==> src/include/riscv_macros.svh <==
`ifndef RISCV_MACROS_SVH
`define RISCV_MACROS_SVH

// datapath widths
`define RISCV_XLEN        64
`define RISCV_NUM_REGS    32
`define RISCV_REG_ADDR_W  5

// decoded control field widths
`define RISCV_ALU_OP_W    4
`define RISCV_BCOND_W     3

`endif

==> src/hw/riscv_pkg.sv <==
`include "riscv_macros.svh"

package riscv_pkg;

  typedef logic [`RISCV_XLEN-1:0]       xlen_t;     // data word or pc
  typedef logic [`RISCV_REG_ADDR_W-1:0] reg_addr_t; // register index

  // alu function select
  typedef enum logic [`RISCV_ALU_OP_W-1:0] {
    ALU_ADD  = 0,
    ALU_SUB  = 1,
    ALU_AND  = 2,
    ALU_OR   = 3,
    ALU_XOR  = 4,
    ALU_SLL  = 5,
    ALU_SRL  = 6,
    ALU_SRA  = 7,
    ALU_SLT  = 8,
    ALU_SLTU = 9
  } alu_op_e;

  // branch condition, none for non-branch ops
  typedef enum logic [`RISCV_BCOND_W-1:0] {
    BC_NONE = 0,
    BC_EQ   = 1,
    BC_NE   = 2,
    BC_LT   = 3,
    BC_GE   = 4,
    BC_LTU  = 5,
    BC_GEU  = 6
  } bcond_e;

  // operation as it arrives from decode
  typedef struct packed {
    xlen_t     pc;
    reg_addr_t rs1;
    reg_addr_t rs2;
    reg_addr_t rd;
    xlen_t     imm;
    alu_op_e   alu_op;
    bcond_e    bcond;
    logic      asel;  // pc as operand a
    logic      bsel;  // imm as operand b
    logic      regw;
    logic      jump;
  } ex_op_t;

  // execute register, operands already read
  typedef struct packed {
    xlen_t     pc;
    reg_addr_t rd;
    xlen_t     imm;
    alu_op_e   alu_op;
    bcond_e    bcond;
    logic      asel;
    logic      bsel;
    logic      regw;
    logic      jump;
    xlen_t     rs1_data;
    xlen_t     rs2_data;
  } ex_stage_t;

  typedef struct packed {
    xlen_t     pc;
    reg_addr_t rd;
    xlen_t     rd_data;
    logic      regw;
    logic      redirect; // jump or taken branch
    xlen_t     target;
  } result_t;

endpackage

==> src/hw/riscv_commit_stage.sv <==
`timescale 1ns/1ps

module riscv_commit_stage import riscv_pkg::*; (
  input  logic      i_riscv_commit_clk,
  input  logic      i_rst_n,
  // from execute register
  input  ex_stage_t i_ex,
  input  logic      i_ex_valid,
  output logic      o_ex_ready,
  input  xlen_t     i_alu_result,
  input  logic      i_taken,
  // register file write port
  output logic      o_we,
  output reg_addr_t o_rd_addr,
  output xlen_t     o_rd_data,
  // result packet out
  output result_t   o_res,
  output logic      o_res_valid,
  input  logic      i_res_ready
);

  result_t res_d;
  result_t res_q;
  logic    res_valid_q;
  logic    move; // ex op enters the output register this edge

  // output slot free or being emptied
  assign o_ex_ready = !res_valid_q || i_res_ready;
  assign move       = i_ex_valid && o_ex_ready;

  always_comb begin
    res_d.pc       = i_ex.pc;
    res_d.rd       = i_ex.rd;
    res_d.rd_data  = i_ex.jump ? (i_ex.pc + xlen_t'(4)) : i_alu_result; // link value
    res_d.regw     = i_ex.regw;
    res_d.redirect = i_ex.jump || i_taken;
    res_d.target   = i_alu_result;
  end

  // write back on the same edge the op is committed
  assign o_we      = move && i_ex.regw;
  assign o_rd_addr = i_ex.rd;
  assign o_rd_data = res_d.rd_data;

  always_ff @(posedge i_riscv_commit_clk) begin
    if (!i_rst_n) begin
      res_valid_q <= 1'b0;
    end else if (move) begin
      res_valid_q <= 1'b1;
    end else if (i_res_ready) begin
      res_valid_q <= 1'b0;
    end
  end

  always_ff @(posedge i_riscv_commit_clk) begin
    if (move) begin
      res_q <= res_d;
    end
  end

  assign o_res       = res_q;
  assign o_res_valid = res_valid_q;

endmodule

==> config.mk <==
export PLATFORM = sky130hd
export DESIGN_NAME = riscv_commit_stage
export DESIGN_NICKNAME = d
export VERILOG_FILES = /design/src/hw/riscv_pkg.sv /design/src/hw/riscv_commit_stage.sv
export VERILOG_INCLUDE_DIRS = /design/src /design/src/include
export SDC_FILE = /design/constraint.sdc
export NUM_CORES = 1
export LEC_CHECK = 0
export BUFFER_PORTS_ARGS = -buffer_cell sky130_fd_sc_hd__buf_4
export CORE_AREA = 2 2 240 242
export DETAILED_ROUTE_END_ITERATION = 8
export DIE_AREA = 0 0 242 244
export GPL_ROUTABILITY_DRIVEN = 1
export GPL_TIMING_DRIVEN = 0
export PLACE_DENSITY = 0.43
export SETUP_SLACK_MARGIN = 0.3
export SLEW_MARGIN = 20
export SYNTH_ARGS = -nofsm -noshare
export SYNTH_HDL_FRONTEND = slang
export SYNTH_SLANG_ARGS = --single-unit
==> constraint.sdc <==
create_clock -name i_riscv_commit_clk -period 17.95 [get_ports i_riscv_commit_clk]
set_input_delay 1.795 -clock i_riscv_commit_clk [delete_from_list [all_inputs] [get_ports i_riscv_commit_clk]]
set_output_delay 1.795 -clock i_riscv_commit_clk [all_outputs]
set_load 0.02 [all_outputs]
==> Word level (Yosys, flattened, before mapping) <==
Index checks and enable logic that the tools add are counted.
{ "classes": {"addsub": 1, "n_mux": 3, "reduce_logical": 6} }
{ "op_table": {"columns": ["operator", "n"], "rows": [
  ["64-bit by 3-bit adder with 64-bit output, second input constant", 1],
  ["64-bit two-way mux", 1],
  ["1-bit logical AND", 2],
  ["1-bit logical OR", 2],
  ["1-bit two-way mux", 2],
  ["2-bit nonzero test", 1],
  ["1-bit logical NOT", 1]
]} }
{ "word_totals": {"ff_bits": 200, "inputBits": 341, "out_inout_bits": 271, "word_cells": 17} }

==> Depth between registers and ports, before layout <==
{ "depth": {"ltp_word": 4, "mapped_depth": 9, "mapped_depth_nobuf": 6} }

==> Least setup slack after synthesis <==
OpenSTA, ideal clock, no wires.
{ "synth_path": {"path_kind": "input -> register", "startpoint": "input port i_res_ready", "endpoint": "register res_q, in the netlist o_res[0] (enable)", "setup_ps": 583, "t_arrival_ps": 6636, "required_time_ps": 17367, "path_slack_ps": 10731, "cell_stages": 2, "path_buffers": 0, "path_cell_list": "nand2b_1 -> and2_1"} }
{ "synth_between": {"elab_chain_cells": 2} }
{ "synth_rtl": {"columns": ["element", "line", "rtl"], "rows": [
  ["from (decl)", "riscv_commit_stage.sv:19", "input logic i_res_ready"],
  ["1-bit logical OR", "riscv_commit_stage.sv:28", "assign o_ex_ready = !res_valid_q || i_res_ready;"],
  ["1-bit logical AND", "riscv_commit_stage.sv:29", "assign move = i_ex_valid && o_ex_ready;"],
  ["via move", "riscv_commit_stage.sv:25", "logic move;"],
  ["to (signal assigned)", "riscv_commit_stage.sv:57", "res_q <= res_d;"],
  ["to (decl)", "riscv_commit_stage.sv:23", "result_t res_q;"]
]} }
The timed path passes the listed nets, and every way through them passes these cells.
A chain may end at the register's enable or synchronous reset.

==> flow_summary_export.csv <==
group,metric,value,unit
finish,drive_gt1_frac,0.4908,
synthesis,ys_ff_latch,200,
timing,fin_crit,6.642,ns
route,drt_iter0_markers,423,
place,dp_cells,1816,
route,routed_wl,39.53,mm
timing,skew,0.02570,ns
grt,grt_pass1_vias,7331,
min_path,hold_depth,2,
timing,slew_violations,0,
floorplanning,coreArea,0.05617,mm²
clocking,clock_tree.root_cell,"clkbuf_16",
timing,fmax,0.1505,GHz
synthesis,postSynthAreaPerCell,13.44,µm²
setup_path,reg2reg_depth,4,
place,detailed_place.area,0.01283,mm²
synthesis,ys.warnings.count,0,
setup_path,cp_max_fo,7,
clocking,cts.repair.resized,0,
route,wl_per_cell,21.38,µm
timing,slew_headroom,0.3835,
synthesis,synthArstFlopShare,0,
route,drcViolationCount,0,
pwr,cellLeakagePower,5.145,nW
synthesis,seq_area_frac_synth,0.6904,
timing,rsz0062_at_grt,"no",
clocking,clk_pin_slew,0.07,ns
pwr,finalPower,1.171,mW
clocking,cts_tree,"done",
clocking,clk_latency,0.50,ns
synthesis,synth_cells,646,
min_path,hp-class,"register to register",
clocking,cts_buffer_depth,2,
timing,worstMarginPinSlew,0.9248,ns
setup_path,cp.required,16.15,ns
finish,fin_cells,1849,
synthesis,synth_nets,988,
setup_path,path_class,"input pin to output pin",
job,cap_violations,0,
route,final_antenna_net_count,0,
clocking,h-tree-depth,4,
grt,antenna_found_initial,3,
synthesis,synth_edf_count,199,
grt,grt.overflow.total,0,
finish,fin_nets,1421,
timing,finalSetupTns,0,ns
pwr,pwr_density_cell,87.59,mW/mm²
finish,area_growth,53.98,%
clocking,cts_hold_buffers,0,
place,gp_congestion,0.7460,
floorplanning,io_pins,612,
finish,finalInstanceArea,0.01337,mm²
run_status,status,"finished, final reports clean",
timing,period_share,0.3700,
clocking,cts.sinks,200,
pwr,ir_worst_vdd,0.06991,mV
floorplanning,placementRows,87,
synthesis,synth-main-ff-cell,"edfxtp_1",
finish,final_core_util,0.2381,
place,hpwl,31.30,mm
setup_path,cp.arrival,4.85,ns
grt,grt_max_degree,54,
timing,hold_viol,0,
clocking,postCtsSetupRepairBufs,0,
grt,grt_pass1_wl,55.03,mm
route,vias_per_cell,3.737,
floorplanning,die_w,242,µm
floorplanning,die_area,0.05905,mm²
clocking,numCtsBuffers,17,
setup_path,cp-start-kind,"input pin",
synthesis,synth_area,0.008685,mm²
route,vias,6910,
synthesis,synth_cell_types,51,
timing,finalSetupViolCount,0,
place,port-buffer-count,409,
setup_path,crit_path_end_kind,"output pin",
floorplanning,fp.dieH,244,µm
grt,grt_usage,0.1332,
route,first_pass_iters,5,
floorplanning,start_util,0.1546,
==> path summary, 6_finish.rpt <==
path,startpoint,to,slack (ns)
worst max-delay path,i_ex[234],o_rd_data[55],11.31
worst min-delay path,o_res_valid,o_res_valid,0.58
worst max register to register,o_res_valid,o_res[7],16.09
worst min register to register,o_res_valid,o_res_valid,0.58
==> synthesized netlist by cell type, types with 11 or more instances <==
cell / count / area [µm²]
a21oi_1: 46 / 230.2
a31oi_1: 11 / 68.82
buf_4: 69 / 518.0
clkbuf_1: 16 / 60.06
edfxtp_1: 199 / 5976
inv_1: 12 / 45.04
nand2_1: 27 / 101.4
nand3_1: 21 / 105.1
nand4_1: 24 / 150.1
nor2_1: 71 / 266.5
nor3_1: 16 / 80.08
nor4_1: 14 / 87.58
xnor2_1: 31 / 271.5
xor2_1: 13 / 113.9
==> where the power goes <==
| part | switching [mW] | internal [mW] | leakage [nW] | total [mW] |
|---|---|---|---|---|
| logic | 0.134 | 0.0963 | 2.96 | 0.230 |
| registers | 0.00810 | 0.549 | 1.92 | 0.557 |
| clock network | 0.195 | 0.190 | 0.258 | 0.384 |
| total | 0.337 | 0.835 | 5.15 | 1.17 |
==> critical path, cell delays in order <==
cell      delay, ns
buf_4          0.09
clkbuf_1       0.35
nand4_1        0.21
nor4_2         0.56
nand2_1        0.52
or4_1          0.60
a31oi_1        0.39
buf_4          0.19
buf_4          0.13
==> state kept, by name, summed over array words and instances (netlist names) <==
| register | count |
|---|---|
| o_res | 199 |
| o_res_valid | 1 |
==> routing by layer <==
| metal | track usage | share of wire | vias to the layer above |
|---|---|---|---|
| li1 | - | - | 3212 |
| met1 | 0.1647 | 0.44 | 3343 |
| met2 | 0.2023 | 0.44 | 320 |
| met3 | 0.06607 | 0.11 | 29 |
| met4 | 0.04176 | 0.013 | 6 |
| met5 | 0 | 0.0010 | - |
==> final cells by class <==
cell class / instances / area (µm²)
repair buffers: 414 / 3178
multi-input cells: 344 / 2058
inverters: 12 / 45.04
plain buffers: 90 / 608.1
fillers: 6122 / 42800
clock inverters: 13 / 106.4
clock buffers: 19 / 432.9
diodes: 1 / 2.502
flip-flops and latches: 200 / 5996
well taps: 756 / 945.9
==> logic make-up after synthesis <==
logic type      Yosys count  synth area share
compound gates           74           0.04899
buf+inv                 102           0.07506
mux                       6          0.007348
fa+ha+maj                 1          0.001440
simple gates            219            0.1324
flops                   200            0.6904
xor+xnor                 44           0.04437
==> per-stage QoR <==
step                setup slack, ns  hold slack (ns)
finish                        11.31           0.5794
global route                  11.06           0.6370
detailed placement            11.22           0.5679
CTS                           11.21           0.5838
floorplan                     10.73           0.7637
global placement              8.010           0.5389
==> layout by cell type, fill, tap and decap left out, types with 5 or more instances in the layout <==
cell         n
a21oi_1     46
a31oi_1     11
and3_1       5
buf_4      478
clkbuf_1    17
clkbuf_16   17
edfxtp_1   199
inv_1       12
nand2_1     27
nand3_1     21
nand4_1     24
nor2_1      71
nor3_1      16
nor4_1      11
o31ai_1      6
or4_1        8
xnor2_1     31
xor2_1      13
No activity file was read; power rests on OpenSTA's default activity.
