[src/include/riscv_macros.svh]
`ifndef RISCV_MACROS_SVH
`define RISCV_MACROS_SVH

// datapath widths
`define RISCV_XLEN        64
`define RISCV_NUM_REGS    32
`define RISCV_REG_ADDR_W  5

// decoded control field widths
`define RISCV_ALU_OP_W    4
`define RISCV_BCOND_W     3

`endif

[src/hw/riscv_pkg.sv]
`include "riscv_macros.svh"

package riscv_pkg;

  typedef logic [`RISCV_XLEN-1:0]       xlen_t;     // data word or pc
  typedef logic [`RISCV_REG_ADDR_W-1:0] reg_addr_t; // register index

  // alu function select
  typedef enum logic [`RISCV_ALU_OP_W-1:0] {
    ALU_ADD  = 0,
    ALU_SUB  = 1,
    ALU_AND  = 2,
    ALU_OR   = 3,
    ALU_XOR  = 4,
    ALU_SLL  = 5,
    ALU_SRL  = 6,
    ALU_SRA  = 7,
    ALU_SLT  = 8,
    ALU_SLTU = 9
  } alu_op_e;

  // branch condition, none for non-branch ops
  typedef enum logic [`RISCV_BCOND_W-1:0] {
    BC_NONE = 0,
    BC_EQ   = 1,
    BC_NE   = 2,
    BC_LT   = 3,
    BC_GE   = 4,
    BC_LTU  = 5,
    BC_GEU  = 6
  } bcond_e;

  // operation as it arrives from decode
  typedef struct packed {
    xlen_t     pc;
    reg_addr_t rs1;
    reg_addr_t rs2;
    reg_addr_t rd;
    xlen_t     imm;
    alu_op_e   alu_op;
    bcond_e    bcond;
    logic      asel;  // pc as operand a
    logic      bsel;  // imm as operand b
    logic      regw;
    logic      jump;
  } ex_op_t;

  // execute register, operands already read
  typedef struct packed {
    xlen_t     pc;
    reg_addr_t rd;
    xlen_t     imm;
    alu_op_e   alu_op;
    bcond_e    bcond;
    logic      asel;
    logic      bsel;
    logic      regw;
    logic      jump;
    xlen_t     rs1_data;
    xlen_t     rs2_data;
  } ex_stage_t;

  typedef struct packed {
    xlen_t     pc;
    reg_addr_t rd;
    xlen_t     rd_data;
    logic      regw;
    logic      redirect; // jump or taken branch
    xlen_t     target;
  } result_t;

endpackage

[src/hw/riscv_issue_stage.sv]
`timescale 1ns/1ps

module riscv_issue_stage import riscv_pkg::*; (
  input  logic      i_riscv_issue_clk,
  input  logic      i_rst_n,
  // decoded op in
  input  ex_op_t    i_op,
  input  logic      i_op_valid,
  output logic      o_op_ready,
  // register file read port
  output reg_addr_t o_rs1_addr,
  output reg_addr_t o_rs2_addr,
  input  xlen_t     i_rs1_data,
  input  xlen_t     i_rs2_data,
  // execute register out
  output ex_stage_t o_ex,
  output logic      o_ex_valid,
  input  logic      i_ex_ready
);

  ex_stage_t ex_q;
  ex_stage_t ex_d;
  logic      ex_valid_q;
  logic      ex_stall;   // execute register full and not draining
  logic      raw_hazard;
  logic      accept;

  // held op's destination for the hazard compare
  reg_addr_t held_rd;
  logic      held_writes;

  assign held_rd     = ex_q.rd;
  assign held_writes = ex_valid_q && ex_q.regw && (held_rd != '0);

  assign raw_hazard = i_op_valid && held_writes &&
                      ((held_rd == i_op.rs1) || (held_rd == i_op.rs2));

  assign ex_stall   = ex_valid_q && !i_ex_ready;
  assign o_op_ready = !ex_stall && !raw_hazard;
  assign accept     = i_op_valid && o_op_ready;

  assign o_rs1_addr = i_op.rs1;
  assign o_rs2_addr = i_op.rs2;

  always_comb begin
    ex_d.pc       = i_op.pc;
    ex_d.rd       = i_op.rd;
    ex_d.imm      = i_op.imm;
    ex_d.alu_op   = i_op.alu_op;
    ex_d.bcond    = i_op.bcond;
    ex_d.asel     = i_op.asel;
    ex_d.bsel     = i_op.bsel;
    ex_d.regw     = i_op.regw;
    ex_d.jump     = i_op.jump;
    ex_d.rs1_data = i_rs1_data; // operands captured with the op
    ex_d.rs2_data = i_rs2_data;
  end

  always_ff @(posedge i_riscv_issue_clk) begin
    if (!i_rst_n) begin
      ex_valid_q <= 1'b0;
    end else if (accept) begin
      ex_valid_q <= 1'b1;
    end else if (i_ex_ready) begin
      ex_valid_q <= 1'b0; // drained with nothing behind it
    end
  end

  // execute register payload
  always_ff @(posedge i_riscv_issue_clk) begin
    if (accept) begin
      ex_q <= ex_d;
    end
  end

  assign o_ex       = ex_q;
  assign o_ex_valid = ex_valid_q;

endmodule

[config.mk]
export PLATFORM = sky130hd
export DESIGN_NAME = riscv_issue_stage
export DESIGN_NICKNAME = d
export VERILOG_FILES = /design/src/hw/riscv_pkg.sv /design/src/hw/riscv_issue_stage.sv
export VERILOG_INCLUDE_DIRS = /design/src /design/src/include
export SDC_FILE = /design/constraint.sdc
export NUM_CORES = 1
export LEC_CHECK = 0
export BUFFER_PORTS_ARGS = -buffer_cell sky130_fd_sc_hd__clkbuf_2
export CAP_MARGIN = 20
export CORE_AREA = 8 8 218 220
export DETAILED_ROUTE_END_ITERATION = 12
export DIE_AREA = 0 0 226 228
export PLACE_DENSITY = 0.52
export SKIP_LAST_GASP = 1
export SLEW_MARGIN = 5
export SYNTH_ARGS = -nofsm -noshare
export SYNTH_HDL_FRONTEND = slang
export SYNTH_SLANG_ARGS = --single-unit
[constraint.sdc]
create_clock -name i_riscv_issue_clk -period 43.6 [get_ports i_riscv_issue_clk]
set_input_delay 0 -clock i_riscv_issue_clk [delete_from_list [all_inputs] [get_ports i_riscv_issue_clk]]
set_output_delay 0 -clock i_riscv_issue_clk [all_outputs]
set_load 0.02 [all_outputs]
[After elaboration in Yosys (flattened, before gate mapping)]
Index checks and enable logic that the tools add are counted.
Word-level totals
  register bits: 273
  input bits: 286
  word-level logic and storage cells: 29
Operators by class
  eq/ne operators: 2
  muxes and demuxes: 2
  reduce and logical (&&, ||, !) cells: 13
Operators with widths (number)
  5-bit equality test: 2
  1-bit logical AND: 7
  5-bit nonzero test: 1
  1-bit logical NOT: 3
  1-bit 2-to-1 mux: 2
  2-bit nonzero test: 1
  1-bit logical OR: 1

[Logic depth before layout (Yosys ltp)]
  depth in word-level cells: 8
  mapped depth: 4

[Worst setup path before layout]
No wires, ideal clock.
  path kind: register to register
  from: register ex_q, in the netlist held_rd[0]
  to: register ex_q, in the netlist held_rd[0], enable pin
  library setup time: 0.995 ns
  arrival: 13.940 ns
  required time: 42.605 ns
  setup slack: 28.665 ns
  cell stages (with the launch flop): 5
  path buffers: 0
  period minus slack after synthesis: 14.935 ns
  cells stage by stage: edfxtp_1 -> xnor2_1 -> nand3_1 -> o22ai_2 -> a21oi_1
Between the ends
  word-level cells in the longest chain between the ends: 7
  elaborated cells on any way between the ends: 10
  classes of those cells: eq/ne: 2; reduce/logical: 8
RTL lines
  start, declared: line riscv_issue_stage.sv:21  | ex_stage_t ex_q;
  start signal, assigned: line riscv_issue_stage.sv:72  | ex_q <= ex_d;
  5-bit nonzero test: line riscv_issue_stage.sv:33  | assign held_writes = ex_valid_q && ex_q.regw && (held_rd != '0);
  1-bit logical AND: line riscv_issue_stage.sv:33
  1-bit logical AND: line riscv_issue_stage.sv:35  | assign raw_hazard = i_op_valid && held_writes &&
  1-bit logical AND (*): line riscv_issue_stage.sv:35
  1-bit logical NOT (*): line riscv_issue_stage.sv:39  | assign o_op_ready = !ex_stall && !raw_hazard;
  1-bit logical AND (*): line riscv_issue_stage.sv:39
  1-bit logical AND (*): line riscv_issue_stage.sv:40  | assign accept = i_op_valid && o_op_ready;
  named net accept: line riscv_issue_stage.sv:26  | logic accept;
The timed path passes the listed nets; every way through them passes the cells marked *.
A chain may end at the register's enable or synchronous reset.

[Worst setup path after layout]
  from: register ex_q, in the netlist held_rd[0]
  to: register ex_q, in the netlist o_ex[156], enable pin
The elaborated chain is that of the path after synthesis.

==> impl_metrics.toml <==
[setup_path]
path_buf_inv = 3
cp_slowest_cell = "buf_4"
crit_fanout = 69
crit_required_ns = 43.78
cp-end-kind = "flip-flop"
critPathTopFamily = "buffers and inverters"
critPathMostFrequentCell = "buf_4"
slowest_delay_ns = 0.81
start_kind = "flip-flop"
crit_arrival_ns = 3.91
critPathKind = "flip-flop to flip-flop"
path_cells = "xnor2_1, nand3_1, o22ai_2, a21oi_4, buf_4, buf_4, buf_4"

[logic_synthesis]
synth.cell_area_um2 = 8440
syn_nets = 595
synth-seq-area-share_pct = 97.0
avgSynthCellArea_um2 = 27.3
synthTopCellsByArea = "edfxtp_1 97%, xnor2_1 1.0%, buf_4 0.89%"
ys_ff_latch = 273
synth_top_area_cell = "edfxtp_1"
yosysUniqueCellTypes = 14
synth_warnings = 0
synth_cells = 309
netlist.area_leader.share_pct = 96.8

[clock_network]
cts.clk_slew.worst_paths_ns = 0.06
htree_levels = 1
cts_buffer_depth = 3
clkSinkCount = 273
cts_setup_buffers = 0
insertion_delay_ns = 0.56
cts_tree = "done"
cts-hold-fix-buffers = 275
cts_buffers = 31
cts_resized = 0
ctsRootBufferMaster = "clkbuf_16"

[pwr]
p_comb_share_pct = 12.6
ir_worst_vdd_mv = 0.0310
leakagePower_nw = 6.68
pwr_density_cell_nw_per_um2 = 40.6
power.share.clock_pct = 38.2
seqPwrFrac_pct = 49.2
swShare_pct = 23.7
switching_power_mw = 0.151
finalPower_mw = 0.637
p_int_mw = 0.486

[timing]
slew_violations = 0
fin_worst_skew_ns = 0.0124
final.setup.tns_ns = 0
fmax_ghz = 0.268
fin_crit_ns = 3.74
rsz0062_at_grt = "false"
period_share_pct = 8.57
setup_violations = 0
timing.final.hold_violations = 0
worst_pin_slew_ns = 1.01
slew_headroom_pct = 32.6

[floorplan]
fp.dieArea_um2 = 51500
die_x_um = 226
die_y_um = 228
design.core.area_um2 = 43800
rows = 77
top_level_ports = 570
start_util_pct = 19.2

[detailed_routing]
viasPerCell = 3.58
ant_nets = 0
first_iter_violations = 261
dr.pass1.iters = 4
wl_mm = 32.1
drc = 0
via_count = 6444
wl_per_cell_um = 17.9

[global_routing]
grt_first_pass_wirelength_mm = 46.2
antenna_found_initial = 4
globalRouteOverflowTotal = 0
grt_max_degree = 82
grt_pass1_vias = 7506
grt_usage_pct = 11.7

[final_layout]
regArea_um2 = 8190
final_cells = 1798
multi_input_area_um2 = 185
utilization_pct = 35.8
fin_nets = 1466
drive_above_1_share_pct = 51.3
area_delta_synth_final_pct = 86.0
fillerInstances = 4129

[placement]
io_buffers = 569
place.gp.congestion = 0.901
hpwlAfterDp_mm = 23.6
dpl.cell_count = 1464

[worst_hold_path]
hp-class = "input port to flip-flop"

[run_status]
status = "completed"

[flow_run]
cap_violations = 0
-- synth_stat cells --
cell type / count
nor2b_1: 1
xnor2_1: 10
o21ai_0: 1
buf_4: 10
a31oi_1: 1
edfxtp_1: 272
nand2b_1: 1
nor2_1: 1
nand2_1: 3
o22ai_2: 1
nor3_1: 1
dfxtp_1: 1
a21oi_1: 3
nand3_1: 3
-- final cells by class --
cell class	instances	area share [%]
flip-flops and latches	273	52.2
multi-input cells	26	1.18
clock inverters	17	0.877
clock buffers	39	5.13
diodes	3	0.0478
well taps	592	4.72
repair buffers	848	35.9
-- worst reg2reg max path, cell delays in order (launching register included) --
cell,delay (ns)
edfxtp_1,0.47
xnor2_1,0.18
nand3_1,0.11
o22ai_2,0.12
a21oi_4,0.13
buf_4,0.61
buf_4,0.79
buf_4,0.90
-- cells by family after synthesis --
logic type	synth area share, %
XOR/XNOR	1.04
flip-flops	97.0
buffers and inverters	0.890
AND/OR/NAND/NOR	0.563
AO/OA/AOI/OAI	0.460
-- stage by stage --
stage          hold WS (ns)  worst slack [ns]  cell area, um2
6_report              0.154             39.86           15700
3_5_place_dp          0.179             39.86           12000
5_1_grt               0.120             39.61           15700
3_3_place_gp          0.177             39.91           12000
2_1_floorplan        0.0989             28.66            8440
4_1_cts               0.110             39.84           15700
-- worst paths after layout --
| kind | end | slack (ns) | cells after the start | start |
|---|---|---|---|---|
| setup reg to reg | o_ex[156]$_DFFE_PP_ | 39.86 | 7 | held_rd[0]$_DFFE_PP_ |
| setup / recovery | o_ex[156]$_DFFE_PP_ | 39.86 | 7 | held_rd[0]$_DFFE_PP_ |
| hold / removal | o_ex[121]$_DFFE_PP_ | 0.15 | 2 | i_rs1_data[57] |
| hold reg to reg | o_ex_valid$_SDFFE_PN0P_ | 1.14 | 3 | o_ex_valid$_SDFFE_PN0P_ |
-- cell usage in the layout, fill, tap and decap left out, types with 2 or more instances in the layout --
master,count
clkbuf_2,569
dlygate4sd3_1,275
edfxtp_1,272
clkbuf_16,31
xnor2_1,10
clkbuf_1,8
clkinv_1,6
clkinv_2,6
buf_4,4
diode_2,3
nand3_1,3
nand2_1,3
a21oi_1,2
clkinv_4,2
bufinv_16,2
-- state kept, by name, summed over array words and instances, names as in the netlist --
register    cells
o_ex          267
held_rd         5
o_ex_valid      1
-- routing by layer --
layer | wire length (um) | track usage (%)
met5 | 0 | 0
met4 | 768 | 3.31
met3 | 3150 | 4.38
met2 | 16900 | 22.1
met1 | 11300 | 11.7
-- power by group through the flow --
stage / Combinational, mW / Clock [mW] / Sequential [mW]
6_report: 0.0804 / 0.243 / 0.313
4_1_cts: 0.0814 / 0.252 / 0.313
3_5_place_dp: 0.0609 / 0 / 0.319
2_1_floorplan: 0.00745 / 0 / 0.346
5_1_grt: 0.0854 / 0.261 / 0.315
3_3_place_gp: 0.0605 / 0 / 0.318
No activity file was read; power rests on OpenSTA's default activity.
