**src/include/riscv_macros.svh**
```systemverilog
`ifndef RISCV_MACROS_SVH
`define RISCV_MACROS_SVH

// datapath widths
`define RISCV_XLEN        64
`define RISCV_NUM_REGS    32
`define RISCV_REG_ADDR_W  5

// decoded control field widths
`define RISCV_ALU_OP_W    4
`define RISCV_BCOND_W     3

`endif

```
**src/hw/riscv_pkg.sv**
```systemverilog
`include "riscv_macros.svh"

package riscv_pkg;

  typedef logic [`RISCV_XLEN-1:0]       xlen_t;     // data word or pc
  typedef logic [`RISCV_REG_ADDR_W-1:0] reg_addr_t; // register index

  // alu function select
  typedef enum logic [`RISCV_ALU_OP_W-1:0] {
    ALU_ADD  = 0,
    ALU_SUB  = 1,
    ALU_AND  = 2,
    ALU_OR   = 3,
    ALU_XOR  = 4,
    ALU_SLL  = 5,
    ALU_SRL  = 6,
    ALU_SRA  = 7,
    ALU_SLT  = 8,
    ALU_SLTU = 9
  } alu_op_e;

  // branch condition, none for non-branch ops
  typedef enum logic [`RISCV_BCOND_W-1:0] {
    BC_NONE = 0,
    BC_EQ   = 1,
    BC_NE   = 2,
    BC_LT   = 3,
    BC_GE   = 4,
    BC_LTU  = 5,
    BC_GEU  = 6
  } bcond_e;

  // operation as it arrives from decode
  typedef struct packed {
    xlen_t     pc;
    reg_addr_t rs1;
    reg_addr_t rs2;
    reg_addr_t rd;
    xlen_t     imm;
    alu_op_e   alu_op;
    bcond_e    bcond;
    logic      asel;  // pc as operand a
    logic      bsel;  // imm as operand b
    logic      regw;
    logic      jump;
  } ex_op_t;

  // execute register, operands already read
  typedef struct packed {
    xlen_t     pc;
    reg_addr_t rd;
    xlen_t     imm;
    alu_op_e   alu_op;
    bcond_e    bcond;
    logic      asel;
    logic      bsel;
    logic      regw;
    logic      jump;
    xlen_t     rs1_data;
    xlen_t     rs2_data;
  } ex_stage_t;

  typedef struct packed {
    xlen_t     pc;
    reg_addr_t rd;
    xlen_t     rd_data;
    logic      regw;
    logic      redirect; // jump or taken branch
    xlen_t     target;
  } result_t;

endpackage

```
**src/hw/riscv_branch_unit.sv**
```systemverilog
`timescale 1ns/1ps

module riscv_branch_unit import riscv_pkg::*; (
  input  ex_stage_t i_ex,
  output logic      o_taken
);

  logic eq;
  logic lt_s;
  logic lt_u;

  // always register operands, never pc or imm
  assign eq   = i_ex.rs1_data == i_ex.rs2_data;
  assign lt_s = $signed(i_ex.rs1_data) < $signed(i_ex.rs2_data);
  assign lt_u = i_ex.rs1_data < i_ex.rs2_data;

  always_comb begin
    unique case (i_ex.bcond)
      BC_EQ:   o_taken = eq;
      BC_NE:   o_taken = !eq;
      BC_LT:   o_taken = lt_s;
      BC_GE:   o_taken = !lt_s;
      BC_LTU:  o_taken = lt_u;
      BC_GEU:  o_taken = !lt_u;
      default: o_taken = 1'b0; // BC_NONE
    endcase
  end

endmodule

```
**config.mk**
```make
export PLATFORM = sky130hd
export DESIGN_NAME = riscv_branch_unit
export DESIGN_NICKNAME = d
export VERILOG_FILES = /design/src/hw/riscv_pkg.sv /design/src/hw/riscv_branch_unit.sv
export VERILOG_INCLUDE_DIRS = /design/src /design/src/include
export SDC_FILE = /design/constraint.sdc
export NUM_CORES = 1
export LEC_CHECK = 0
export ABC_AREA = 1
export BUFFER_PORTS_ARGS = -buffer_cell sky130_fd_sc_hd__buf_4
export CAP_MARGIN = 20
export CORE_AREA = 2 2 107 109
export DETAILED_ROUTE_END_ITERATION = 6
export DIE_AREA = 0 0 109 111
export PLACE_DENSITY = 0.59
export SYNTH_ARGS = -nofsm -noshare
export SYNTH_HDL_FRONTEND = slang
export SYNTH_SLANG_ARGS = --single-unit
```
**constraint.sdc**
```tcl
create_clock -name vclk -period 2.7
set_input_delay 0.54 -clock vclk [all_inputs]
set_output_delay 0.54 -clock vclk [all_outputs]
set_load 0.005 [all_outputs]
```
# After elaboration in Yosys (flattened, before gate mapping)
# Index checks and enable logic that the tools add are counted.
# op_classes
add_sub_neg,0
mul,0
div,0
n_lt_le_gt_ge,2
n_eq_ne,7
shifts,0
n_mux,1
n_bitwise,0
n_reduce_logical,3
# op_table
operator,count
64-bit < comparator,2
64-bit equality test,1
3-bit equality test (second input constant),3
3-bit by 2-bit equality test with 1-bit output (second input constant),2
1-bit one-hot mux with 6 select lines,1
3-bit by 1-bit equality test with 1-bit output (second input constant),1
1-bit zero test,3
# totals
regBits,0
latch_bits,0
mem_bits_rw,0
mem_bits_ro,0
input_bits,272
out_inout_bits,1
elab_cells,13
mem_count,0

# Logic depth before layout (Yosys ltp)
# Gate-level depths: netlist (run 1).
# logic_depth
word_depth,3
mapped_depth,17
depth_no_buf,17

# Least setup slack after synthesis (run 1)
# OpenSTA, ideal clock, no wires.
# synth_timing
path_type,input to output
startpoint,input i_ex[63] (netlist bit)
endpoint,output o_taken
t_arrival_ns,1.829
required_ns,2.160
slack_ns,0.331
path_stages,14
n_path_buf,0
path_cell_list,inv_1 ha_1 nand2_2 nor2_2 nand2_2 nor2_2 nand2_2 nor2_4 nand2_1 nand2_2 nor2_2 nand2_1 nand3_1 nand3_1
# synth_between
elab_chain_cells,3
elab_cells_between_ends,7
cone_classes,order compare (2); eq/ne (1); mux (1); reduce/logical (3)
# synth_rtl
element,line,rtl
"start, declared",riscv_branch_unit.sv:4,"input ex_stage_t i_ex,"
"64-bit < comparator, or another cell as far along",riscv_branch_unit.sv:15,assign lt_u = i_ex.rs1_data < i_ex.rs2_data;
"1-bit zero test, on equally long branches","riscv_branch_unit.sv:24, riscv_branch_unit.sv:20, riscv_branch_unit.sv:22",
1-bit one-hot mux with 6 select lines *,riscv_branch_unit.sv:18,unique case (i_ex.bcond)
"end, declared",riscv_branch_unit.sv:5,output logic o_taken
# Every way passes the cells marked *; elsewhere a longest branch is shown, timed or not.

# Worst setup path in the final report (run 1)
# layout_timing
startpoint,input i_ex[44] (netlist bit)
endpoint,output o_taken
# The elaborated chain is that of the path after synthesis.

==> results.cfg, run 1 <==
[timing]
max_slew_margin_pct = 86.2
maxSlewViolCount = 0
tightestPinTransition_ps = 205
rsz0062_at_grt = yes
max_freq_mhz = 374
finalCritPeriodShare_pct = 99.0
finalSetupViolCount = 0
finalWorstSetupSlack_ps = 25.8
hold_viol = 0
finalCriticalPeriod_ps = 2670

[power_and_ir_drop]
internal-power_uw = 301
p_switching_uw = 232
swShare_pct = 43.5
p_leak_uw = 0.00204
pwr-share-clk_pct = 0
peakVddDrop_mv = 0.0624
pwr_density_cell_nw_per_um2 = 145
pwr-share-comb_pct = 100.0
power_frac_seq_pct = 0
power.total_uw = 534

[grt]
overflow = 0
grt_max_degree = 6
grt_pass1_wl_um = 8940
grtUsageTotal_pct = 8.79
grt_pass1_vias = 2214
antenna_found_initial = 2

[route]
route.detailed.drc = 0
avgRoutedWirePerCell_um = 10.8
wl_um = 6510
via_per_inst = 3.99
drt-initial-drc-count = 42
vias = 2406
ant_nets = 0
dr.pass1.iters = 4

[min_path]
holdPathEnd = o_taken
hold_path.class = in2out
hp-start = i_ex[132]
hold_path_depth = 5

[synthesis]
synthMuxAreaShare_pct = 0
ys.warnings.count = 0
netlist_top_cells_area = ha_1, inv_1, nand2_1
synthesis.nets = 658
synth_compound_area_share_pct = 12.1
netlist_area_um2 = 1890
synth_xor_area_share_pct = 0
synth_top_cell_by_area = ha_1
yosysSeqAreaShare_pct = 0
synth_top_area_share_pct = 42.4
synthAdderAreaFrac_pct = 42.4
synth_cells = 322
yosys.area_share.simple_pct = 27.9
synth_top_family_by_area = adder cells
yosysUniqueCellTypes = 18
syn_area_per_cell_um2 = 5.87

[cells_and_area]
area_growth_pct = 95.4
fin_nets = 797
drive_above_1_share_pct = 50.5
layout_commonest_cell = buf_4
seq_area_um2 = 0
fin_area_um2 = 3690
final_util_pct = 33.3
finalNonFillerCells = 603
numSequentialCells = 0
nClkBuffers = 0
most-common-layout-cells = buf_4, inv_1, nand2_1

[placement]
dpl_cell_area_um2 = 3080
io_buffers = 132
dp_hpwl_um = 5350
globalplace.congestion = 0.722
dp_slack_ps = -121
dp_cells = 600

[setup_path]
arrival_ps = 2130
critPathLaunchType = input pin
criticalPathCategory = in2out
crit_start = i_ex[44]
crit_fanout = 2
crit_required_ps = 2160
endpoint_kind = output port

[status]
status = completed

[clock_network]
postCtsHoldBufs = 0

[die]
die_height_um = 111
rows = 39
die_area_um2 = 12100
die_width_um = 109
start_util_pct = 17.1
coreArea_um2 = 11100
ios = 273

[run]
maxCapViolCount = 0
per-stage QoR:
stage               TNS (ps)  hold slack [ps]
finish                     0             1500
global route            -110             1540
CTS                    -6.53             1520
detailed placement      -121             1520
global placement       -99.5             1510
floorplan                  0             1250
power by group through the flow:
stage	Combinational (uW)	Sequential, uW	Clock (uW)
detailed placement	399	0	0
global route	602	0	0
finish	534	0	0.0000495
floorplan	196	0	0
global placement	388	0	0
CTS	410	0	0
routing by layer:
metal  share of wire, %  global-route usage (%)  up-vias
met5               0.20                       0        -
met4               0.12                       0        2
met3                 13                    3.59        4
met2                 48                    15.5      105
met1                 38                    10.6     1025
li1                   -                       -     1270
repair_timing:
| action | 4_1_cts | 5_1_grt |
|---|---|---|
| resized for setup | 12 | 106 |
| gates cloned | 0 | 0 |
| buffers inserted | 0 | 2 |
| pin swaps | 2 | 57 |
| endpoints found under the setup margin | 1 | 1 |
| endpoints found under the hold margin | 0 | 0 |
final cells by class:
cell class | count | area (um2)
Timing Repair Buffer | 137 | 1070
Multi-Input combinational cell | 233 | 2100
Tap cell | 143 | 179
Fill cell | 1164 | 7390
Antenna cell | 1 | 2.50
Inverter | 89 | 344
synthesized netlist by cell type (all sizes together):
| master | count |
|---|---|
| ha | 64 |
| a21o | 4 |
| nor2 | 27 |
| nand2 | 91 |
| o211ai | 1 |
| nand3 | 7 |
| a21oi | 24 |
| a21boi | 1 |
| o21ai | 7 |
| o21bai | 1 |
| nand4 | 1 |
| inv | 89 |
| o21a | 2 |
| nor3 | 3 |
worst max-delay path by stage:
stage / end / slack [ps]
floorplan: o_taken / 330
global placement: o_taken / -100
detailed placement: o_taken / -120
CTS: o_taken / -7
global route: o_taken / -110
finish: o_taken / 30
worst max-delay path, stage by stage:
cell	delay, ps
buf_4	80
inv_1	60
ha_4	280
nand2_4	50
nor2_4	110
nand2_2	80
nor2_4	130
nand2_4	70
nor2_4	120
nand2_2	70
o211ai_2	150
nand2_1	60
nor2_1	100
nand3_1	90
buf_6	130
logic make-up after synthesis:
family / after synthesis
and+or+nand+nor: 129
buffers and inverters: 89
adders and majority gates: 64
AOI/OAI and AO/OA: 40
(Power assumes the default switching activity.)
==> run 2, diff against run 1 <==
--- a/config.mk
+++ b/config.mk
@@ -9,10 +9,12 @@
 export ABC_AREA = 1
 export BUFFER_PORTS_ARGS = -buffer_cell sky130_fd_sc_hd__buf_4
 export CAP_MARGIN = 20
-export CORE_AREA = 2 2 107 109
+export CELL_PAD_IN_SITES_DETAIL_PLACEMENT = 0
+export CELL_PAD_IN_SITES_GLOBAL_PLACEMENT = 1
+export CORE_AREA = 2 2 106 108
 export DETAILED_ROUTE_END_ITERATION = 6
-export DIE_AREA = 0 0 109 111
-export PLACE_DENSITY = 0.59
+export DIE_AREA = 0 0 108 110
+export PLACE_DENSITY = 0.92
 export SYNTH_ARGS = -nofsm -noshare
 export SYNTH_HDL_FRONTEND = slang
 export SYNTH_SLANG_ARGS = --single-unit
==> constraint.sdc (replaced) <==
create_clock -name vclk -period 3.45
set_input_delay 0.69 -clock vclk [all_inputs]
set_output_delay 0.69 -clock vclk [all_outputs]
set_load 0.005 [all_outputs]
==> run 2 against run 1 <==
Core utilization fell by 4.7 points. Sequential share of layout area unchanged. Power down 43%. Combinational power shrank 43%. Final area is 17% lower. Wire length down 14%. Via count fell by 5.0%. Hold slack better by 340 ps. Flip-flop and latch count is the same. Critical path depth is the same. Non-clock buffer count shrank 5. Worst setup slack improved by 330 ps. Critical path type unchanged. Critical endpoint unchanged.
==> results.cfg, run 2 (same netlist as run 1, synthesis figures left out) <==
[placement]
globalplace.congestion = 0.744
dpl_cell_area_um2 = 3060
dp_hpwl_um = 5430
io_buffers = 132

[setup_path]
crit_required_ps = 2760
arrival_ps = 2400
crit_fanout = 5
critPathBufInv = 2
path_cells = buf_4, ha_1, nand2_2, nor2_2, nand2_2, nor2_2, nand2_2, nor2_4, nand2_1, nand2_2, nor2_2, nand2_1, nand3_1, nand3_1, buf_4
criticalPathCategory = in2out
path_common_cell = nand2_2
endpoint_kind = output port
path_delay_family = simple AND/OR/NAND/NOR gates
cpPeakStageDelay_ps = 360
critPathSlowestCell = ha_1
critPathLaunchType = input pin

[timing]
finalSetupViolCount = 0
max_slew_margin_pct = 86.5
whs_ps = 1840
max_freq_mhz = 323
finalCritPeriodShare_pct = 89.6
maxSlewViolCount = 0
setup-tns-final_ps = 0
rsz0062_at_grt = no
finalCriticalPeriod_ps = 3090
tightestPinTransition_ps = 202
hold_viol = 0

[route]
route.detailed.drc = 0
vias = 2286
drt-initial-drc-count = 42
wl_um = 5570
ant_nets = 0
dr.pass1.iters = 4
via_per_inst = 3.84
avgRoutedWirePerCell_um = 9.36

[cells_and_area]
area_growth_pct = 61.9
drive_above_1_share_pct = 31.3
numSequentialCells = 0
seq_area_um2 = 0
layout_commonest_cell = buf_4
fin_area_um2 = 3060
nClkBuffers = 0
most-common-layout-cells = buf_4, inv_1, nand2_1
fin_nets = 792

[clock_network]
cts_resized = 0
postCtsHoldBufs = 0
post_cts_buffers = 0

[power_and_ir_drop]
pwr_density_cell_nw_per_um2 = 99.3
peakVddDrop_mv = 0.0365
p_leak_uw = 0.00197

[min_path]
hp-start = i_ex[134]
hold_path.class = in2out
hold_path_depth = 5
holdPathEnd = o_taken

[grt]
grt_pass1_vias = 2087
grt_pass1_wl_um = 8540
grt_max_degree = 6
grtUsageTotal_pct = 8.65
antenna_found_initial = 2
overflow = 0

[run]
maxCapViolCount = 0

[die]
die_height_um = 110
coreArea_um2 = 10700
ios = 273
start_util_pct = 17.7
die_width_um = 108
rows = 38
die_area_um2 = 11900

[status]
status = completed
==> run 2: cell types whose count changed in the layout (fill, tap and decap cells not counted), sizes merged <==
cell	change
buf	-5
==> run 2: worst max-delay path by stage <==
stage,startpoint,endpoint,slack [ps],cells after the start
after floorplan,i_ex[63],o_taken,780,14
after global placement,i_ex[63],o_taken,310,15
after detailed placement,i_ex[63],o_taken,290,16
after CTS,i_ex[63],o_taken,290,16
after global routing,i_ex[63],o_taken,110,15
final,i_ex[127],o_taken,360,15
==> run 2: layout make-up <==
class                           count  area (um2)
Fill cell                        1192        7640
Multi-Input combinational cell    233        1560
Timing Repair Buffer              132         991
Inverter                           89         334
Tap cell                          140         175
Antenna cell                        1        2.50
==> run 2: metrics by stage <==
step / util, % / total power [uW] / setup slack (ps) / std cells
global route: 28.6 / 353 / 112 / 594
floorplan: - / 153 / 781 / 322
detailed placement: 28.6 / 309 / 293 / 594
global placement: 28.6 / 301 / 313 / 594
CTS: 28.6 / 312 / 289 / 594
finish: 28.6 / 304 / 358 / 595
==> run 2: power breakdown <==
part           total (uW)  switching [uW]   leakage (uW)  internal, uW
Combinational         304             129        0.00197           174
Sequential              0               0              0             0
Clock           0.0000388               0  0.00000000634     0.0000388
Total                 304             129        0.00197           174
==> run 2: routing by layer <==
metal / up-vias / wire length, um / track usage, %
met5: - / 13 / 0
met4: 2 / 0 / 0.183
met3: 2 / 845 / 3.70
met2: 102 / 2290 / 15.2
met1: 915 / 2420 / 10.4
li1: 1265 / - / -
