File: config.mk
export PLATFORM = sky130hd
export DESIGN_NAME = riscv_alu
export DESIGN_NICKNAME = d
export VERILOG_FILES = /design/src/hw/riscv_pkg.sv /design/src/hw/riscv_alu.sv
export VERILOG_INCLUDE_DIRS = /design/src /design/src/include
export SDC_FILE = /design/constraint.sdc
export NUM_CORES = 1
export LEC_CHECK = 0
export BUFFER_PORTS_ARGS = -buffer_cell sky130_fd_sc_hd__buf_2
export CAP_MARGIN = 20
export CORE_UTILIZATION = 30
export DETAILED_ROUTE_END_ITERATION = 16
export SYNTH_ARGS = -nofsm -noshare
export SYNTH_HDL_FRONTEND = slang
export SYNTH_SLANG_ARGS = --single-unit
File: constraint.sdc
create_clock -name vclk -period 8.94
set_input_delay 1.341 -clock vclk [all_inputs]
set_output_delay 1.341 -clock vclk [all_outputs]
set_load 0.05 [all_outputs]
File: src/include/riscv_macros.svh
`ifndef RISCV_MACROS_SVH
`define RISCV_MACROS_SVH

// datapath widths
`define RISCV_XLEN        64
`define RISCV_NUM_REGS    32
`define RISCV_REG_ADDR_W  5

// decoded control field widths
`define RISCV_ALU_OP_W    4
`define RISCV_BCOND_W     3

`endif

File: src/hw/riscv_pkg.sv
`include "riscv_macros.svh"

package riscv_pkg;

  typedef logic [`RISCV_XLEN-1:0]       xlen_t;     // data word or pc
  typedef logic [`RISCV_REG_ADDR_W-1:0] reg_addr_t; // register index

  // alu function select
  typedef enum logic [`RISCV_ALU_OP_W-1:0] {
    ALU_ADD  = 0,
    ALU_SUB  = 1,
    ALU_AND  = 2,
    ALU_OR   = 3,
    ALU_XOR  = 4,
    ALU_SLL  = 5,
    ALU_SRL  = 6,
    ALU_SRA  = 7,
    ALU_SLT  = 8,
    ALU_SLTU = 9
  } alu_op_e;

  // branch condition, none for non-branch ops
  typedef enum logic [`RISCV_BCOND_W-1:0] {
    BC_NONE = 0,
    BC_EQ   = 1,
    BC_NE   = 2,
    BC_LT   = 3,
    BC_GE   = 4,
    BC_LTU  = 5,
    BC_GEU  = 6
  } bcond_e;

  // operation as it arrives from decode
  typedef struct packed {
    xlen_t     pc;
    reg_addr_t rs1;
    reg_addr_t rs2;
    reg_addr_t rd;
    xlen_t     imm;
    alu_op_e   alu_op;
    bcond_e    bcond;
    logic      asel;  // pc as operand a
    logic      bsel;  // imm as operand b
    logic      regw;
    logic      jump;
  } ex_op_t;

  // execute register, operands already read
  typedef struct packed {
    xlen_t     pc;
    reg_addr_t rd;
    xlen_t     imm;
    alu_op_e   alu_op;
    bcond_e    bcond;
    logic      asel;
    logic      bsel;
    logic      regw;
    logic      jump;
    xlen_t     rs1_data;
    xlen_t     rs2_data;
  } ex_stage_t;

  typedef struct packed {
    xlen_t     pc;
    reg_addr_t rd;
    xlen_t     rd_data;
    logic      regw;
    logic      redirect; // jump or taken branch
    xlen_t     target;
  } result_t;

endpackage

File: src/hw/riscv_alu.sv
`timescale 1ns/1ps
`include "riscv_macros.svh"

module riscv_alu import riscv_pkg::*; (
  input  ex_stage_t i_ex,
  output xlen_t     o_alu_result
);

  localparam int SHAMT_W = $clog2(`RISCV_XLEN); // 6 for rv64

  xlen_t              op_a;
  xlen_t              op_b;
  logic [SHAMT_W-1:0] shamt;
  logic               lt_s;
  logic               lt_u;

  assign op_a  = i_ex.asel ? i_ex.pc  : i_ex.rs1_data;
  assign op_b  = i_ex.bsel ? i_ex.imm : i_ex.rs2_data;
  assign shamt = op_b[SHAMT_W-1:0];

  assign lt_s = $signed(op_a) < $signed(op_b);
  assign lt_u = op_a < op_b;

  always_comb begin
    unique case (i_ex.alu_op)
      ALU_ADD:  o_alu_result = op_a + op_b;
      ALU_SUB:  o_alu_result = op_a - op_b;
      ALU_AND:  o_alu_result = op_a & op_b;
      ALU_OR:   o_alu_result = op_a | op_b;
      ALU_XOR:  o_alu_result = op_a ^ op_b;
      ALU_SLL:  o_alu_result = op_a << shamt;
      ALU_SRL:  o_alu_result = op_a >> shamt;
      ALU_SRA:  o_alu_result = xlen_t'($signed(op_a) >>> shamt);
      ALU_SLT:  o_alu_result = xlen_t'(lt_s);  // 0 or 1
      ALU_SLTU: o_alu_result = xlen_t'(lt_u);
      default:  o_alu_result = op_a + op_b;    // unused codes behave as add
    endcase
  end

endmodule

# [Word level (Yosys, flattened, before mapping)]
# Cells that the tools add are included.
[classes] addsub=2 order_cmp=2 eq_ne=9 shifts=3 n_mux=3 n_bitwise=3
[op_table] cell="64-bit case mux with 9 select lines" count=1
[op_table] cell="64-bit < comparator" count=2
[op_table] cell="64-bit two-way mux" count=2
[op_table] cell="64-bit adder" count=1
[op_table] cell="64-bit AND" count=1
[op_table] cell="64-bit bitwise OR" count=1
[op_table] cell="64-bit by 6-bit left shift with 64-bit output" count=1
[op_table] cell="64-bit by 6-bit >> shifter with 64-bit output" count=1
[op_table] cell="64-bit by 6-bit >>> shifter with 64-bit output" count=1
[op_table] cell="64-bit subtractor" count=1
[op_table] cell="64-bit XOR" count=1
[op_table] cell="4-bit by 3-bit equality test with 1-bit output (second input constant)" count=4
[op_table] cell="4-bit by 2-bit equality test with 1-bit output (second input constant)" count=2
[op_table] cell="4-bit equality test (second input constant)" count=2
[op_table] cell="4-bit by 1-bit equality test with 1-bit output (second input constant)" count=1
[word_totals] ff_bits=0 wordCells=22

# [Depth between registers and ports, before layout]
# Gate-level depths: netlist (run 1).
[logic_depth] word_depth=3 mapped_depth=22 depth_no_buf=16

# [Least setup slack after synthesis (run 1)]
# Ideal clock, no wire load.
[synth_timing] path_kind="input -> output" startpoint="input port i_ex[130] (netlist bit)" endpoint="output port o_alu_result[49]" t_arrival_ps=6717 t_required_ps=7599 path_slack_ps=882 cell_stages=18 path_buffers=5 path_cell_list="buf_4 > mux2i_1 > clkbuf_1 > clkbuf_1 > buf_1 > buf_1 > ha_1 > nor2b_1 > o21ba_2 > a2111oi_2 > a32o_1 > nor3_2 > nor3_1 > a211oi_2 > a31o_2 > a41o_1 > nor3b_1 > a211oi_1"
[synth_via] elab_chain_len=3 word_cells_on_any_way=10 cone_classes="add/sub: 2; shift: 3; mux: 2; bitwise: 3"
[synth_lines] element="start: declaration" line_no="riscv_alu.sv:5" rtl="input ex_stage_t i_ex,"
[synth_lines] element="64-bit two-way mux *" line_no="riscv_alu.sv:18" rtl="assign op_b = i_ex.bsel ? i_ex.imm : i_ex.rs2_data;"
[synth_lines] element="64-bit adder (tied with other cells)" line_no="riscv_alu.sv:26, riscv_alu.sv:36"
[synth_lines] element="64-bit case mux with 9 select lines *" line_no="riscv_alu.sv:25" rtl="unique case (i_ex.alu_op)"
[synth_lines] element="end: declaration" line_no="riscv_alu.sv:6" rtl="output xlen_t o_alu_result"
# Mark *: on every way between the ends. The rest lies on a longest branch, timed or not.

# [Worst setup path after layout (run 1)]
[layout_timing] startpoint="input port i_ex[131] (netlist bit)" endpoint="output port o_alu_result[0]"
[layout_via] elab_chain_len=3 word_cells_on_any_way=12 cone_classes="add/sub: 2; order compare: 2; shift: 3; mux: 2; bitwise: 3"
[layout_lines] element="64-bit two-way mux *" line_no="riscv_alu.sv:17" rtl="assign op_a = i_ex.asel ? i_ex.pc : i_ex.rs1_data;"
[layout_lines] element="64-bit adder (tied with other cells)" line_no="riscv_alu.sv:26, riscv_alu.sv:36"
[layout_lines] element="64-bit case mux with 9 select lines *" line_no="riscv_alu.sv:25"
# Marked as above.

==> flow_metrics.py, run 1 <==
metrics = {
    "status": {
        "status": "completed",
    },
    "place": {
        "port_buffers": 326,
        "pre_cts_slack_ns": 0.651,
        "dp_hpwl_um": 95400,
        "gp_congestion": 1.07,
    },
    "timing": {
        "setup_viol": 0,
        "grt_setup_unrepaired": "false",
        "final.setup.worst_slack_ns": 0.390,
        "tightest_slew_ns": 1.25,
        "drv_slew": 0,
        "final_hold_viol_count": 0,
        "fmax_mhz": 117,
        "period_needed_ns": 8.55,
        "maxSlewHeadroom": 0.153,
        "hold_ws_ns": 3.50,
        "fin_tns_setup_ns": 0,
        "finalCritPeriodShare": 0.956,
    },
    "power": {
        "p_per_area_nw_per_um2": 112,
        "power.total_mw": 2.58,
        "peakVddDrop_mv": 0.101,
        "p_leak_nw": 10.4,
    },
    "routing": {
        "drt-initial-drc-count": 4012,
        "via_per_inst": 6.48,
        "drc": 0,
        "antenna_left": 0,
        "first_pass_iters": 6,
        "wl_per_cell_um": 28.8,
        "routed-via-count": 26774,
        "routed_wl_um": 119000,
    },
    "critical_path": {
        "critPathRequiredTime_ns": 7.60,
        "crit_path_start": "i_ex[131]",
        "crit_fanout": 27,
        "cp_num_buf_inv": 4,
        "slowest_delay_ns": 0.60,
        "critical_path.endpoint_type": "output pin",
        "worstSetupPathDepth": 17,
        "cp_slowest_cell": "nor4_1",
        "start_kind": "input pin",
        "cpLargestDelayFamily": "compound AO/OA/AOI/OAI gates",
        "worstPathArrival_ns": 7.21,
        "path_class": "in -> out",
        "crit_chain": "buf_4 > buf_12 > mux2i_1 > buf_4 > ha_1 > nor4_1 > nand4b_1 > o31ai_1 > o31ai_1 > a21oi_1 > a21oi_1 > o21a_1 > o21ai_1 > o41ai_1 > o211ai_1 > or4b_1 > buf_2",
    },
    "logic_synthesis": {
        "netlist_area_um2": 20700,
        "synth_cells": 3082,
        "ys_seq_area_frac": 0,
        "synth_cell_type_count": 91,
        "yosysWarnings": 0,
        "avgSynthCellArea_um2": 6.70,
        "synth_nets": 3549,
    },
    "grt": {
        "globalRouteTotalUtil": 0.321,
        "antenna_found_initial": 2,
        "grt_pass1_vias": 24345,
        "grt_pass1_wl_um": 170000,
        "grt_max_degree": 69,
        "grt_overflow": 0,
    },
    "layout": {
        "antennaDiodeCount": 0,
        "register_area_um2": 0,
        "drive_gt1_frac": 0.180,
        "nClkBuffers": 0,
        "seq_cell_count": 0,
        "nets": 3727,
        "multi_input_area_um2": 18800,
        "layout_common_cells": "mux2i_1, buf_2, nor2_1, nand2_1, a21oi_1",
        "fillers": 7464,
        "syn_to_final_growth_pct": 11.7,
        "fin_util": 0.341,
    },
    "floorplan": {
        "start_util": 0.305,
        "fp.dieW_um": 264,
        "core_um2": 67600,
        "rows": 95,
        "die_h_um": 264,
        "ios": 336,
        "dieArea_um2": 69900,
    },
    "clock_network": {
        "holdBufCountCts": 0,
        "cts_resized": 0,
        "cts_setup_buffers": 0,
    },
    "hold_path": {
        "hp-class": "in -> out",
        "whs_path_depth": 6,
        "hp-start": "i_ex[88]",
    },
    "run": {
        "max-cap-violations": 0,
    },
}
## cells in the mapped netlist (18+ instances only)
library cell / number / share of area
a211oi_1: 61 / 0.022
o221ai_1: 27 / 0.011
mux2i_1: 327 / 0.16
ha_1: 193 / 0.12
o31ai_1: 32 / 0.012
o21bai_1: 42 / 0.015
nor3_1: 73 / 0.018
nand3_1: 48 / 0.012
inv_2: 20 / 0.0036
clkbuf_1: 135 / 0.025
o2111ai_1: 18 / 0.0076
nand2b_1: 23 / 0.0070
buf_4: 18 / 0.0065
a21oi_1: 269 / 0.065
a211o_1: 19 / 0.0081
mux2_2: 38 / 0.021
nand2_1: 276 / 0.050
and3_1: 20 / 0.0061
buf_2: 55 / 0.013
nand4_1: 20 / 0.0061
buf_1: 33 / 0.0060
inv_1: 180 / 0.033
o21ai_0: 205 / 0.050
o22ai_1: 51 / 0.015
a21o_1: 40 / 0.015
o211ai_1: 104 / 0.038
nor2_1: 299 / 0.054
nor4_1: 25 / 0.0076
a31oi_1: 26 / 0.0079
a22oi_1: 23 / 0.0084
a221oi_1: 41 / 0.017
## area by class of cell
type / count / share of cell area
inverters: 203 / 0.0335
multi-input cells: 2624 / 0.813
well taps: 873 / 0.0473
repair buffers: 431 / 0.106
## metal layers
layer,share of wire,up-vias,GRT usage
met1,0.41,12731,0.430
met4,0.064,6,0.173
met5,0.00022,-,0
met3,0.10,300,0.0481
met2,0.43,1819,0.494
li1,-,11918,-
## power by group
part	internal [mW]	switching [mW]	total [mW]
clock network	0	0	0
registers	0	0	0
logic	0.785	1.79	2.58
## path summary, 6_finish.rpt
| kind | to |
|---|---|
| min | o_alu_result[24] |
| max | o_alu_result[0] |
## stage by stage
stage / area, um^2 / std cells
after global routing: 23100 / 4131
final: 23100 / 4131
after CTS: 23100 / 4131
after floorplan: 20700 / 3082
after global placement: 23100 / 4131
after detailed placement: 23100 / 4131
## cell families after synthesis
family                   synth area share
adder cells (fa/ha/maj)             0.119
AND/OR/NAND/NOR                     0.186
multiplexers                        0.220
AO/OA/AOI/OAI                       0.374
buffers and inverters              0.0959
XOR/XNOR                          0.00551
## worst min-delay path, delay by kind of cell
family / cells / cell delay, ns
buffers and inverters: 2 / 0.35
adder cells (fa/ha/maj): 1 / 0.17
multiplexers: 1 / 0.07
AND/OR/NAND/NOR: 1 / 0.10
AO/OA/AOI/OAI: 1 / 0.13
Power figures use the tool's default switching activity.
==> run 2: changes to the inputs <==
- PLACE_DENSITY: not set -> 0.52
==> run 2 against run 1 <==
  * Worst hold slack better by 0.037 ns
  * Cell area hardly changed
  * Largest power group unchanged
  * Utilization barely moved
==> flow_metrics.py, run 2 (synthesis gave the netlist of run 1 again) <==
metrics = {
    "hold_path": {
        "hp-start": "i_ex[88]",
        "whs_path_depth": 6,
        "hp-class": "in -> out",
        "holdPathEnd": "o_alu_result[24]",
    },
    "timing": {
        "maxSlewHeadroom": 0.202,
        "final_hold_viol_count": 0,
        "period_needed_ns": 8.42,
        "tightest_slew_ns": 1.20,
        "fin_tns_setup_ns": 0,
        "finalCritPeriodShare": 0.942,
        "drv_slew": 0,
        "grt_setup_unrepaired": "false",
        "setup_viol": 0,
        "fmax_mhz": 119,
    },
    "routing": {
        "via_per_inst": 6.45,
        "wl_per_cell_um": 29.1,
        "routed_wl_um": 120000,
        "routed-via-count": 26636,
        "drc": 0,
        "first_pass_iters": 7,
        "antenna_left": 0,
        "drt-initial-drc-count": 3477,
    },
    "grt": {
        "antenna_found_initial": 6,
        "grt_pass1_wl_um": 172000,
        "grt_pass1_vias": 24669,
        "grt_max_degree": 72,
        "grt_overflow": 0,
        "globalRouteTotalUtil": 0.327,
    },
    "critical_path": {
        "critPathRequiredTime_ns": 7.60,
        "worstPathArrival_ns": 7.08,
        "crit_fanout": 25,
        "critical_path.endpoint_type": "output pin",
        "path_class": "in -> out",
        "start_kind": "input pin",
    },
    "layout": {
        "drive_gt1_frac": 0.178,
        "syn_to_final_growth_pct": 11.8,
        "final_common_cell": "mux2i_1",
        "register_area_um2": 0,
        "fin_util": 0.342,
        "nClkBuffers": 0,
        "nets": 3722,
        "seq_cell_count": 0,
        "layout_common_cells": "mux2i_1, buf_2, nor2_1, nand2_1, a21oi_1",
    },
    "floorplan": {
        "rows": 95,
        "fp.dieW_um": 264,
        "ios": 336,
        "core_um2": 67600,
        "start_util": 0.305,
        "dieArea_um2": 69900,
        "die_h_um": 264,
    },
    "power": {
        "peakVddDrop_mv": 0.0962,
        "p_per_area_nw_per_um2": 112,
        "p_leak_nw": 10.4,
        "power.total_mw": 2.58,
    },
    "clock_network": {
        "cts_resized": 0,
        "cts_setup_buffers": 0,
        "holdBufCountCts": 0,
    },
    "place": {
        "port_buffers": 326,
        "gp_congestion": 1.09,
        "dp_hpwl_um": 96700,
    },
    "run": {
        "max-cap-violations": 0,
    },
    "status": {
        "status": "completed",
    },
}
-- run 2: cell count changes in the layout (fill, tap and decap cells not counted) --
| cell | before | now |
|---|---|---|
| buf_1 | 0 | 1 |
| buf_12 | 2 | 6 |
| buf_2 | 324 | 323 |
| buf_4 | 105 | 96 |
| diode_2 | 0 | 2 |
-- run 2: final cells by class --
| class | count | area, um^2 |
|---|---|---|
| fillers | 7582 | 44500 |
| repair buffers | 426 | 2460 |
| inverters | 203 | 774 |
| well taps | 873 | 1090 |
| multi-input cells | 2624 | 18800 |
| diodes | 2 | 5.00 |
-- run 2: metrics by stage --
| step | setup WS [ns] | hold WS, ns | std cells | cell area (um^2) |
|---|---|---|---|---|
| final | 0.523 | 3.54 | 4128 | 23100 |
| after global placement | 0.598 | 3.53 | 4125 | 23100 |
| after floorplan | 0.882 | 3.37 | 3082 | 20700 |
| after detailed placement | 0.802 | 3.52 | 4126 | 23100 |
| after global routing | 0.498 | 3.61 | 4126 | 23100 |
| after CTS | 0.789 | 3.53 | 4126 | 23100 |
-- run 2: worst max-delay path: stages --
cell and delay (ns):
buf_4 0.51, buf_4 0.37, mux2i_1 0.59, ha_1 0.47
and4_1 0.32, nand4_1 0.11, nor4_1 0.20, buf_4 0.19
nand2_1 0.07, a211oi_1 0.49, nor3_1 0.24, o31ai_1 0.91
a31oi_1 0.24, o21bai_1 0.25, mux2i_1 0.21, and3_1 0.22
buf_2 0.29
-- run 2: power by group --
| part | internal [mW] | switching [mW] |
|---|---|---|
| Clock | 0.0000000161 | 0 |
| Sequential | 0 | 0 |
| Combinational | 0.786 | 1.79 |
| Total | 0.786 | 1.79 |
-- run 2: worst max-delay path by stage --
stage	startpoint	to	slack, ns	cells after the start
2_1_floorplan	i_ex[130]	o_alu_result[49]	0.88	18
3_3_place_gp	i_ex[130]	o_alu_result[52]	0.60	20
3_5_place_dp	i_ex[130]	o_alu_result[61]	0.80	17
4_1_cts	i_ex[130]	o_alu_result[52]	0.79	16
5_1_grt	i_ex[130]	o_alu_result[52]	0.50	17
6_report	i_ex[130]	o_alu_result[61]	0.52	17
-- run 2: routing by layer --
layer,global-route usage,routed length (um)
met3,0.0477,11100
met2,0.505,51100
met4,0.189,8260
met1,0.431,49500
met5,0,30
